===== config.mk =====
export PLATFORM = sky130hd
export DESIGN_NAME = capture_dma_top
export DESIGN_NICKNAME = d
export VERILOG_FILES = /design/src/verilog/capture_pkg.sv /design/src/verilog/transfer_if.sv /design/src/verilog/burst_write_master.sv /design/src/verilog/capture_dma_top.sv /design/src/verilog/sample_fifo_bank.sv /design/src/verilog/transfer_sequencer.sv
export SDC_FILE = /design/constraint.sdc
export NUM_CORES = 2
export LEC_CHECK = 0
export BUFFER_PORTS_ARGS = -buffer_cell sky130_fd_sc_hd__clkbuf_2
export CORE_ASPECT_RATIO = 1.4
export CORE_MARGIN = 2
export CORE_UTILIZATION = 45
export CTS_CLUSTER_SIZE = 10
export DETAILED_ROUTE_END_ITERATION = 6
export HOLD_SLACK_MARGIN = 0.06
export MAX_ROUTING_LAYER = met4
export PLACE_DENSITY = 0.57
export SYNTH_ARGS = -nofsm -noshare
export SYNTH_HDL_FRONTEND = slang
export SYNTH_SLANG_ARGS = --single-unit

===== constraint.sdc =====
create_clock -name clock -period 9.1 [get_ports clock]
set_input_delay 0.455 -clock clock [delete_from_list [all_inputs] [get_ports clock]]
set_output_delay 0.455 -clock clock [all_outputs]
set_load 0.01 [all_outputs]

===== src/verilog/capture_pkg.sv =====
`default_nettype none

package capture_pkg;

    typedef logic [15:0] sample_t;      // one sample is one memory word.
    typedef logic [15:0] word_count_t;
    typedef logic [31:0] address_t;     // byte address on the memory port.

    typedef enum logic [1:0] {
        MASTER_IDLE,
        MASTER_BURST,
        MASTER_NEXT
    } master_state_t;

    typedef enum logic {
        SEQ_SCAN,
        SEQ_OFFER
    } sequencer_state_t;

endpackage

`default_nettype wire


===== src/verilog/transfer_if.sv =====
`timescale 1ns/10ps
`default_nettype none

interface transfer_if # (
            parameter int           CH = 4
);
    import capture_pkg::*;

    localparam int CW = (CH > 1) ? $clog2(CH) : 1;

    logic                   req_valid;
    logic                   req_ready;
    logic [CW-1:0]          req_channel;
    address_t               req_address;    // first byte of the transfer.
    word_count_t            req_words;

    modport source (
        output  req_valid, req_channel, req_address, req_words,
        input   req_ready
    );

    modport sink (
        input   req_valid, req_channel, req_address, req_words,
        output  req_ready
    );

endinterface

`default_nettype wire


===== src/verilog/burst_write_master.sv =====
`timescale 1ns/10ps
`default_nettype none

module burst_write_master # (
            parameter int                           CH = 4,
            parameter int                           BURST_SIZE = 8,
            parameter int                           WIDTHB = 4
)
(
    input   logic                                   clock,
    input   logic                                   clock_sreset,

    transfer_if.sink                                req,
    output  logic [CH-1:0]                          fifo_read,
    input   capture_pkg::sample_t [CH-1:0]          fifo_q,

    output  capture_pkg::address_t                  m_address,
    output  capture_pkg::sample_t                   m_writedata,
    output  logic [1:0]                             m_byteenable,
    output  logic [WIDTHB-1:0]                      m_burstcount,
    output  logic                                   m_write,
    input   logic                                   m_waitrequest
);
    import capture_pkg::*;

    localparam int                  CW = (CH > 1) ? $clog2(CH) : 1;
    localparam word_count_t         BURST_WORDS = word_count_t'(BURST_SIZE);

    master_state_t                  state;
    logic [CW-1:0]                  channel;
    word_count_t                    words_left;     // words not yet given to a burst.
    word_count_t                    burst_left;     // words still owed in this burst.
    word_count_t                    first_len;
    word_count_t                    next_len;
    logic                           beat;

    function automatic word_count_t burst_len(word_count_t words);
        return (words > BURST_WORDS) ? BURST_WORDS : words;
    endfunction

    assign first_len = burst_len(req.req_words);
    assign next_len = burst_len(words_left);

    // A word is taken when the slave does not stall it.
    assign beat = m_write && !m_waitrequest;

    assign req.req_ready = (state == MASTER_IDLE);
    assign m_writedata = fifo_q[channel];   // head of the chosen FIFO.
    assign m_byteenable = {2{m_write}};

    always_comb begin
        fifo_read = '0;
        fifo_read[channel] = beat;
    end

    always_ff @ (posedge clock) begin
        if (clock_sreset) begin
            state <= MASTER_IDLE;
            m_write <= 1'b0;
            words_left <= '0;
            burst_left <= '0;
        end
        else begin
            case (state)
                MASTER_IDLE : begin
                    if (req.req_valid) begin
                        channel <= req.req_channel;
                        m_address <= req.req_address;
                        m_burstcount <= WIDTHB'(first_len);
                        burst_left <= first_len;
                        words_left <= req.req_words - first_len;
                        m_write <= 1'b1;
                        state <= MASTER_BURST;
                    end
                end
                MASTER_BURST : begin
                    // everything holds while the slave stalls.
                    if (beat) begin
                        burst_left <= burst_left - 1'b1;
                        if (burst_left == word_count_t'(1)) begin
                            m_write <= 1'b0;
                            state <= (words_left == '0) ? MASTER_IDLE : MASTER_NEXT;
                        end
                    end
                end
                MASTER_NEXT : begin
                    // the next burst starts right after the words just written.
                    m_address <= m_address + (address_t'(m_burstcount) << 1);
                    m_burstcount <= WIDTHB'(next_len);
                    burst_left <= next_len;
                    words_left <= words_left - next_len;
                    m_write <= 1'b1;
                    state <= MASTER_BURST;
                end
                default : begin
                    m_write <= 1'b0;
                    state <= MASTER_IDLE;
                end
            endcase
        end
    end

endmodule

`default_nettype wire


===== src/verilog/capture_dma_top.sv =====
`timescale 1ns/10ps
`default_nettype none

module capture_dma_top # (
            parameter int                           CH = 4,
            parameter int                           BURST_SIZE = 8,
            parameter int                           WIDTHB = 4,
            parameter int                           FIFO_DEPTH = 32
)
(
    input   logic                                   clock,
    input   logic                                   clock_sreset,

    input   logic [CH-1:0]                          sample_valid,
    output  logic [CH-1:0]                          sample_ready,
    input   capture_pkg::sample_t [CH-1:0]          sample_data,

    input   logic                                   capture_enable,
    input   capture_pkg::address_t                  region_base,
    input   capture_pkg::word_count_t               region_words,
    output  logic                                   busy,

    output  capture_pkg::address_t                  m_address,
    output  capture_pkg::sample_t                   m_writedata,
    output  logic [1:0]                             m_byteenable,
    output  logic [WIDTHB-1:0]                      m_burstcount,
    output  logic                                   m_write,
    input   logic                                   m_waitrequest
);
    import capture_pkg::*;

    sample_t [CH-1:0]               fifo_q;
    word_count_t [CH-1:0]           fifo_words;
    logic [CH-1:0]                  fifo_read;

    transfer_if # (.CH(CH)) req_bus ();

    sample_fifo_bank # (
        .CH             (CH),
        .FIFO_DEPTH     (FIFO_DEPTH)
    ) u_fifo_bank (
        .clock          (clock),
        .clock_sreset   (clock_sreset),
        .sample_valid   (sample_valid),
        .sample_ready   (sample_ready),
        .sample_data    (sample_data),
        .fifo_read      (fifo_read),
        .fifo_q         (fifo_q),
        .fifo_words     (fifo_words)
    );

    transfer_sequencer # (
        .CH             (CH)
    ) u_sequencer (
        .clock          (clock),
        .clock_sreset   (clock_sreset),
        .capture_enable (capture_enable),
        .region_base    (region_base),
        .region_words   (region_words),
        .fifo_words     (fifo_words),
        .req            (req_bus.source),
        .busy           (busy)
    );

    burst_write_master # (
        .CH             (CH),
        .BURST_SIZE     (BURST_SIZE),
        .WIDTHB         (WIDTHB)
    ) u_master (
        .clock          (clock),
        .clock_sreset   (clock_sreset),
        .req            (req_bus.sink),
        .fifo_read      (fifo_read),
        .fifo_q         (fifo_q),
        .m_address      (m_address),
        .m_writedata    (m_writedata),
        .m_byteenable   (m_byteenable),
        .m_burstcount   (m_burstcount),
        .m_write        (m_write),
        .m_waitrequest  (m_waitrequest)
    );

endmodule

`default_nettype wire


===== src/verilog/sample_fifo_bank.sv =====
`timescale 1ns/10ps
`default_nettype none

module sample_fifo_bank # (
            parameter int                           CH = 4,
            parameter int                           FIFO_DEPTH = 32
)
(
    input   logic                                   clock,
    input   logic                                   clock_sreset,

    input   logic [CH-1:0]                          sample_valid,
    output  logic [CH-1:0]                          sample_ready,
    input   capture_pkg::sample_t [CH-1:0]          sample_data,

    input   logic [CH-1:0]                          fifo_read,
    output  capture_pkg::sample_t [CH-1:0]          fifo_q,
    output  capture_pkg::word_count_t [CH-1:0]      fifo_words
);
    import capture_pkg::*;

    localparam int                  AW = (FIFO_DEPTH > 1) ? $clog2(FIFO_DEPTH) : 1;
    localparam logic [AW-1:0]       LAST_SLOT = AW'(FIFO_DEPTH - 1);
    localparam word_count_t         FULL_LEVEL = word_count_t'(FIFO_DEPTH);

    for (genvar i = 0; i < CH; i++) begin : g_chan
        sample_t                    mem [FIFO_DEPTH];
        logic [AW-1:0]              wr_ptr;
        logic [AW-1:0]              rd_ptr;
        word_count_t                fill;
        logic                       push;
        logic                       pop;

        assign sample_ready[i] = (fill != FULL_LEVEL);
        assign push = sample_valid[i] && sample_ready[i];
        assign pop = fifo_read[i] && (fill != '0);   // a strobe on an empty FIFO is ignored.

        // first-word-fall-through, so the head is visible without a strobe.
        assign fifo_q[i] = mem[rd_ptr];
        assign fifo_words[i] = fill;

        always_ff @ (posedge clock) begin
            if (push) begin
                mem[wr_ptr] <= sample_data[i];
            end
        end

        always_ff @ (posedge clock) begin
            if (clock_sreset) begin
                wr_ptr <= '0;
                rd_ptr <= '0;
                fill <= '0;
            end
            else begin
                if (push) begin
                    wr_ptr <= (wr_ptr == LAST_SLOT) ? '0 : wr_ptr + 1'b1;
                end
                if (pop) begin
                    rd_ptr <= (rd_ptr == LAST_SLOT) ? '0 : rd_ptr + 1'b1;
                end
                // a push and a pop together leave the level where it was.
                case ({push, pop})
                    2'b10   : fill <= fill + 1'b1;
                    2'b01   : fill <= fill - 1'b1;
                    default : fill <= fill;
                endcase
            end
        end
    end

endmodule

`default_nettype wire


===== src/verilog/transfer_sequencer.sv =====
`timescale 1ns/10ps
`default_nettype none

module transfer_sequencer # (
            parameter int                           CH = 4
)
(
    input   logic                                   clock,
    input   logic                                   clock_sreset,

    input   logic                                   capture_enable,
    input   capture_pkg::address_t                  region_base,
    input   capture_pkg::word_count_t               region_words,
    input   capture_pkg::word_count_t [CH-1:0]      fifo_words,

    transfer_if.source                              req,
    output  logic                                   busy
);
    import capture_pkg::*;

    localparam int                  CW = (CH > 1) ? $clog2(CH) : 1;
    localparam logic [CW-1:0]       LAST_CH = CW'(CH - 1);

    sequencer_state_t               state;
    logic [CW-1:0]                  scan_ch;
    logic [CW-1:0]                  next_ch;
    logic [CW-1:0]                  last_ch;
    word_count_t                    offset [CH];    // word offset inside each region.
    word_count_t                    fill;
    word_count_t                    room;
    word_count_t                    advanced;
    address_t                       chan_base;
    logic                           draining;
    logic                           eligible;

    assign fill = fifo_words[scan_ch];
    assign room = region_words - offset[scan_ch];   // words left before the region wraps.
    assign next_ch = (scan_ch == LAST_CH) ? '0 : scan_ch + 1'b1;

    // The master pops only the channel it was last given, so that one fill
    // is not trusted until the master is idle again.
    assign draining = !req.req_ready && (scan_ch == last_ch);
    assign eligible = capture_enable && (fill != '0) && !draining;

    // each region is region_words long, two bytes per word.
    assign chan_base = region_base + ((address_t'(scan_ch) * address_t'(region_words)) << 1);
    assign advanced = offset[req.req_channel] + req.req_words;

    assign req.req_valid = (state == SEQ_OFFER);
    assign busy = (state == SEQ_OFFER) || !req.req_ready;

    always_ff @ (posedge clock) begin
        if (clock_sreset) begin
            state <= SEQ_SCAN;
            scan_ch <= '0;
            last_ch <= '0;
            for (int i = 0; i < CH; i++) begin
                offset[i] <= '0;
            end
        end
        else begin
            case (state)
                SEQ_SCAN : begin
                    if (eligible) begin
                        req.req_channel <= scan_ch;
                        req.req_address <= chan_base + (address_t'(offset[scan_ch]) << 1);
                        req.req_words <= (fill < room) ? fill : room;
                        state <= SEQ_OFFER;
                    end
                    else begin
                        scan_ch <= next_ch;     // nothing to move here, look at the next one.
                    end
                end
                SEQ_OFFER : begin
                    // the request fields stay put until the master takes them.
                    if (req.req_ready) begin
                        offset[req.req_channel] <= (advanced >= region_words) ? '0 : advanced;
                        last_ch <= req.req_channel;
                        scan_ch <= next_ch;
                        state <= SEQ_SCAN;
                    end
                end
                default : begin
                    state <= SEQ_SCAN;
                end
            endcase
        end
    end

endmodule

`default_nettype wire

==> report_table.html <==
<table>
<tr><th>Metric</th><th>Value</th></tr>
<tr><th colspan="2">STA</th></tr>
<tr><td>Timing-limited maximum frequency</td><td>155 MHz</td></tr>
<tr><td>Tightest Pin Transition</td><td>1.33 ns</td></tr>
<tr><td>Fin crit share</td><td>0.711</td></tr>
<tr><td>Number of hold-slack violations in the final timing report</td><td>0</td></tr>
<tr><td>RSZ-0062 raised after global routing</td><td>false</td></tr>
<tr><td>Accumulated negative setup slack</td><td>0 ns</td></tr>
<tr><td>Max Slew Vio Count</td><td>0</td></tr>
<tr><td>Final Setup Violations</td><td>0</td></tr>
<tr><td>Tightest slew margin relative to the limit</td><td>0.111</td></tr>
<tr><td>Worst hold slack after final layout</td><td>0.166 ns</td></tr>
<tr><td>Max Clock Skew</td><td>approximately 0.062 ns</td></tr>
<tr><td>Crit path time final</td><td>6.47 ns</td></tr>
<tr><th colspan="2">Final layout</th></tr>
<tr><td>Summed area of non-filler cells in the final layout</td><td>114000 um^2</td></tr>
<tr><td>Fill cells</td><td>18100</td></tr>
<tr><td># nets final</td><td>around 6400</td></tr>
<tr><td>Register area</td><td>69500 um^2</td></tr>
<tr><td>Fraction of final layout cells with drive strength greater than 1</td><td>0.239</td></tr>
<tr><td>Combined area of the multi-input logic cells</td><td>30100 um^2</td></tr>
<tr><td>Area growth syn-to-layout</td><td>12.8%</td></tr>
<tr><th colspan="2">Critical path</th></tr>
<tr><td>Count of cell instances traversed by the critical path</td><td>22</td></tr>
<tr><td>Max Fanout on Critical Path</td><td>37</td></tr>
<tr><td>Sequence of cells on the critical path</td><td>buf_4 -&gt; and2_1 -&gt; ha_1 -&gt; inv_1 -&gt; fa_1 -&gt; nor2b_1 -&gt; o21ai_0 -&gt; a21oi_1 -&gt; nor3_1 -&gt; o31ai_1 -&gt; mux2i_1 -&gt; a2111oi_0 -&gt; fa_1 -&gt; inv_1 -&gt; ha_1 -&gt; nand4_1 -&gt; nor3b_1 -&gt; o211ai_1 -&gt; a21oi_1 -&gt; o2111ai_1 -&gt; xnor2_1 -&gt; dlygate4sd3_1</td></tr>
<tr><td>Capturing point of the worst reg2reg path</td><td>u_sequencer.req.req_address[30]$_DFFE_PP_</td></tr>
<tr><td>Number of buffers and inverters on the critical path</td><td>4</td></tr>
<tr><td>Family of cells with the greatest summed delay on the critical path</td><td>compound AO/OA/AOI/OAI gates</td></tr>
<tr><td>Worst setup endpoint</td><td>u_sequencer.req.req_address[30]$_DFFE_PP_</td></tr>
<tr><td>Worst setup slack for register-to-register paths</td><td>roughly 2.6 ns</td></tr>
<tr><td>Critical path launch point type</td><td>register</td></tr>
<tr><td>Endpoint required time on the critical path</td><td>roughly 9.7 ns</td></tr>
<tr><td>Critical Path Max Stage Delay</td><td>0.64 ns</td></tr>
<tr><td>Element type at the critical path end</td><td>register</td></tr>
<tr><td>Cells on worst reg2reg path</td><td>22</td></tr>
<tr><td>Beginning of the worst register-to-register path</td><td>u_sequencer.scan_ch[1]$_SDFFE_PP0N_</td></tr>
<tr><td>Data arrival time of the critical path</td><td>7.03 ns</td></tr>
<tr><td>Origin of the worst setup path</td><td>u_sequencer.scan_ch[1]$_SDFFE_PP0N_</td></tr>
<tr><td>Critical Path Slowest Stage Cell</td><td>a2111oi_0</td></tr>
<tr><td>Worst setup path class</td><td>register to register</td></tr>
<tr><th colspan="2">Clocking</th></tr>
<tr><td>Number of CTS-inserted buffers</td><td>282</td></tr>
<tr><td>Clk sinks</td><td>2368</td></tr>
<tr><td>Max Buffers Root-to-Sink</td><td>4</td></tr>
<tr><td>TritonCTS clock tree</td><td>done</td></tr>
<tr><td>Setup repair bufs after CTS</td><td>0</td></tr>
<tr><td>H-tree levels</td><td>5</td></tr>
<tr><td>Clk root buf</td><td>clkbuf_16</td></tr>
<tr><td>CTS Hold Bufs</td><td>16</td></tr>
<tr><td>Clk pin slew, worst setup/hold paths</td><td>0.06 ns</td></tr>
<tr><td>Cts repair resizes</td><td>0</td></tr>
<tr><td>Worst-Skew Late Latency</td><td>0.84 ns</td></tr>
<tr><th colspan="2">Place</th></tr>
<tr><td>Global placer's final weighted congestion</td><td>0.862</td></tr>
<tr><td>Instance area after placement</td><td>between 100000 and 150000 um^2</td></tr>
<tr><td>Quantity of I/O buffers inserted on ports</td><td>179</td></tr>
<tr><td>Placed wire-length estimate after detailed placement</td><td>~160 mm</td></tr>
<tr><th colspan="2">Synthesis</th></tr>
<tr><td>Cell type with the largest total area after synthesis</td><td>edfxtp_1</td></tr>
<tr><td>Primary flip-flop cell chosen by synthesis mapping</td><td>edfxtp_1</td></tr>
<tr><td>Mean cell area of the mapped netlist</td><td>17.7 um^2</td></tr>
<tr><td>Count of cell types in the netlist</td><td>77</td></tr>
<tr><td>Summed instance area of the synthesized netlist</td><td>101000 um^2</td></tr>
<tr><td>Seq cells post-synth</td><td>2368</td></tr>
<tr><td>Seq/Total Area, Yosys</td><td>0.687</td></tr>
<tr><td>Synth top area cells</td><td>edfxtp_1 65%, mux4_2 15%, dfxtp_1 3.3%</td></tr>
<tr><td>Proportion of register bits with asynchronous set or reset after synthesis</td><td>0</td></tr>
<tr><td>Fraction of synthesized cell area taken by the top area cell type</td><td>0.654</td></tr>
<tr><td>Count of flip-flops with a built-in enable after synthesis</td><td>2200</td></tr>
<tr><td>Post-Synthesis Cells</td><td>5717</td></tr>
<tr><td>Count of yosys warnings during synthesis</td><td>0</td></tr>
<tr><th colspan="2">Global route</th></tr>
<tr><td>Via count of the first global-routing pass</td><td>55300</td></tr>
<tr><td>Global routing usage summed across all routing layers</td><td>0.225</td></tr>
<tr><td>Wire length of the first global-routing pass</td><td>369 mm</td></tr>
<tr><td>Largest net degree at the start of global routing</td><td>99</td></tr>
<tr><td>Congestion Overflow GR</td><td>0</td></tr>
<tr><td>Initial antenna violation count</td><td>3</td></tr>
<tr><th colspan="2">Route</th></tr>
<tr><td>Final routed DRC violation total</td><td>0</td></tr>
<tr><td>Length of the first detailed-routing pass in iterations</td><td>6</td></tr>
<tr><td>Total wire length</td><td>~250 mm</td></tr>
<tr><td>Routed via count divided by cell count</td><td>5.91</td></tr>
<tr><td>Via count of the routed design</td><td>53700</td></tr>
<tr><td>Number of DRC violations after detailed-routing iteration 0</td><td>4342</td></tr>
<tr><td>Final antenna-violating net count</td><td>0</td></tr>
<tr><td>Routed wirelength normalized by instance count</td><td>27.6 um</td></tr>
<tr><th colspan="2">Die</th></tr>
<tr><td>Area of the core</td><td>223000 um^2</td></tr>
<tr><td>Top-level port count</td><td>180</td></tr>
<tr><td>Width of the chip</td><td>404 um</td></tr>
<tr><td>Starting Density</td><td>0.453</td></tr>
<tr><td>Rows</td><td>205</td></tr>
<tr><td>Die ar.</td><td>between 200000 and 250000 um^2</td></tr>
<tr><td>Die Height</td><td>between 500 and 600 um</td></tr>
<tr><th colspan="2">Power</th></tr>
<tr><td>Cell area power density</td><td>224 nW/um^2</td></tr>
<tr><td>Total power</td><td>25500 uW</td></tr>
<tr><td>Largest voltage drop on the vdd net</td><td>0.000156 V</td></tr>
<tr><td>Leakage power</td><td>approximately 0.037 uW</td></tr>
<tr><th colspan="2">Status</th></tr>
<tr><td>Result of the run</td><td>finished, final reports clean</td></tr>
<tr><th colspan="2">Hold path</th></tr>
<tr><td>Worst min-delay path category</td><td>primary input to register</td></tr>
<tr><th colspan="2">Job</th></tr>
<tr><td>Reported max-cap violation count</td><td>0</td></tr>
</table>
-- Yosys cell counts, types with 11 or more instances --
cell / count
or3_1: 19
mux4_2: 656
mux2_2: 24
nand4_1: 36
a31o_2: 11
inv_1: 181
nor2b_1: 41
or2_2: 16
a2111oi_0: 13
nand3b_1: 55
nand3_1: 63
a21o_1: 48
a31oi_1: 17
dfxtp_1: 168
buf_1: 60
nor3b_1: 22
xnor2_1: 68
fa_1: 25
o211ai_1: 13
o21a_1: 20
nand2b_1: 40
a211o_1: 17
mux2i_1: 84
o22ai_1: 14
buf_2: 30
edfxtp_1: 2200
and3_1: 26
nor3_1: 73
xor2_1: 64
a22oi_1: 35
and2_1: 46
a211oi_1: 22
or4_1: 17
nor2_1: 394
clkbuf_1: 176
nor4_1: 36
ha_1: 198
o21ai_0: 139
o2111ai_1: 35
nand2_1: 190
a21oi_1: 210
-- layout make-up --
type                            instances  area share
Sequential cell                      2368       0.610
Multi-Input combinational cell       2897       0.264
Clock buffer                          357      0.0654
Tap cell                             2898      0.0318
Timing Repair Buffer                  355      0.0203
Inverter                              185     0.00609
Clock inverter                         26     0.00261
Antenna cell                            3   0.0000659
-- cells by family (layout without fill, tap and decap cells) --
| group | after synthesis | in the layout | synth area share |
|---|---|---|---|
| buffers and inverters | 453 | 923 | 0.0173 |
| flip-flops | 2368 | 2368 | 0.687 |
| multiplexers | 764 | 764 | 0.157 |
| adder cells (fa/ha/maj) | 223 | 223 | 0.0295 |
| other | 1 | 5 | 0.0000371 |
| AO/OA/AOI/OAI | 657 | 657 | 0.0414 |
| AND/OR/NAND/NOR | 1119 | 1119 | 0.0558 |
| XOR/XNOR | 132 | 132 | 0.0114 |
-- routing by layer --
layer | vias up | global-route usage | part of all wire
li1 | 23700 | - | -
met1 | 28300 | 0.278 | 0.40
met2 | 1386 | 0.392 | 0.53
met3 | 354 | 0.0287 | 0.045
met4 | 0 | 0.0614 | 0.027
met5 | - | - | 0
-- per-stage QoR --
step | instances | worst slack (ns) | util
final | 9089 | 2.63 | 0.511
after global routing | 9088 | 2.08 | 0.511
after CTS | 9086 | 2.70 | 0.511
after detailed placement | 8687 | 3.14 | 0.476
after global placement | 8687 | 3.17 | 0.476
after floorplan | 5718 | 3.23 | -
-- worst reg2reg max path, stage by stage, from the launching register on --
cell,delay [ns]
dfxtp_1,0.30
buf_4,0.44
and2_1,0.22
ha_1,0.19
inv_1,0.07
fa_1,0.46
nor2b_1,0.12
o21ai_0,0.11
a21oi_1,0.23
nor3_1,0.11
o31ai_1,0.41
mux2i_1,0.14
a2111oi_0,0.64
fa_1,0.53
inv_1,0.06
ha_1,0.20
nand4_1,0.18
nor3b_1,0.26
o211ai_1,0.14
a21oi_1,0.50
o2111ai_1,0.19
xnor2_1,0.16
dlygate4sd3_1,0.57
-- state kept, by name, summed over array words and instances (netlist names), named ones only --
name	flops
u_master.channel	2
u_master.m_write	1
u_sequencer.scan_ch	2
u_sequencer.req.req_channel	2
u_sequencer.offset	64
u_fifo_bank.g_chan.fill	64
u_master.state	2
u_master.m_burstcount	4
u_sequencer.req.req_address	32
u_master.burst_left	16
u_fifo_bank.g_chan.wr_ptr	20
u_master.m_address	32
u_master.words_left	16
u_sequencer.req.req_words	16
u_sequencer.last_ch	2
u_fifo_bank.g_chan.rd_ptr	20
u_fifo_bank.g_chan.mem	2048
u_sequencer.req.req_valid	1
-- worst min-delay path by stage --
stage | cells past startpoint | slack, ns | startpoint | end
2_1_floorplan | 0 | 0.43 | u_sequencer.scan_ch[1]$_SDFFE_PP0N_ | u_sequencer.req.req_channel[1]$_DFFE_PP_
3_3_place_gp | 2 | 0.46 | u_master.words_left[14]$_SDFFE_PP0P_ | u_master.words_left[14]$_SDFFE_PP0P_
3_5_place_dp | 2 | 0.46 | u_master.words_left[14]$_SDFFE_PP0P_ | u_master.words_left[14]$_SDFFE_PP0P_
4_1_cts | 2 | 0.12 | clock_sreset | u_fifo_bank.g_chan[1].wr_ptr[1]$_SDFFE_PP0P_
5_1_grt | 2 | 0.17 | clock_sreset | u_fifo_bank.g_chan[1].wr_ptr[1]$_SDFFE_PP0P_
6_report | 4 | 0.17 | sample_valid[1] | u_fifo_bank.g_chan[1].wr_ptr[4]$_SDFFE_PP0P_
-- power breakdown --
group | switching (uW) | internal (uW)
sequential | 174 | 12200
combinational | 1980 | 1240
clock | 4160 | 5760
total | 6310 | 19200
-- cell usage in the layout, fill, tap and decap left out, drive strengths merged, types with 47 or more instances in the layout --
cell type	synthesis	layout
nand2	190	190
o21ai	140	140
nand3	63	63
a21oi	212	212
nand3b	55	55
edfxtp	2200	2200
buf	92	161
xor2	64	64
a21o	48	48
and2	47	47
dfxtp	168	168
mux2i	84	84
mux4	656	656
inv	181	193
clkbuf	176	535
nor2	394	394
ha	198	198
nor3	73	73
xnor2	68	68
Note: power is estimated with default switching activity, not from simulation.
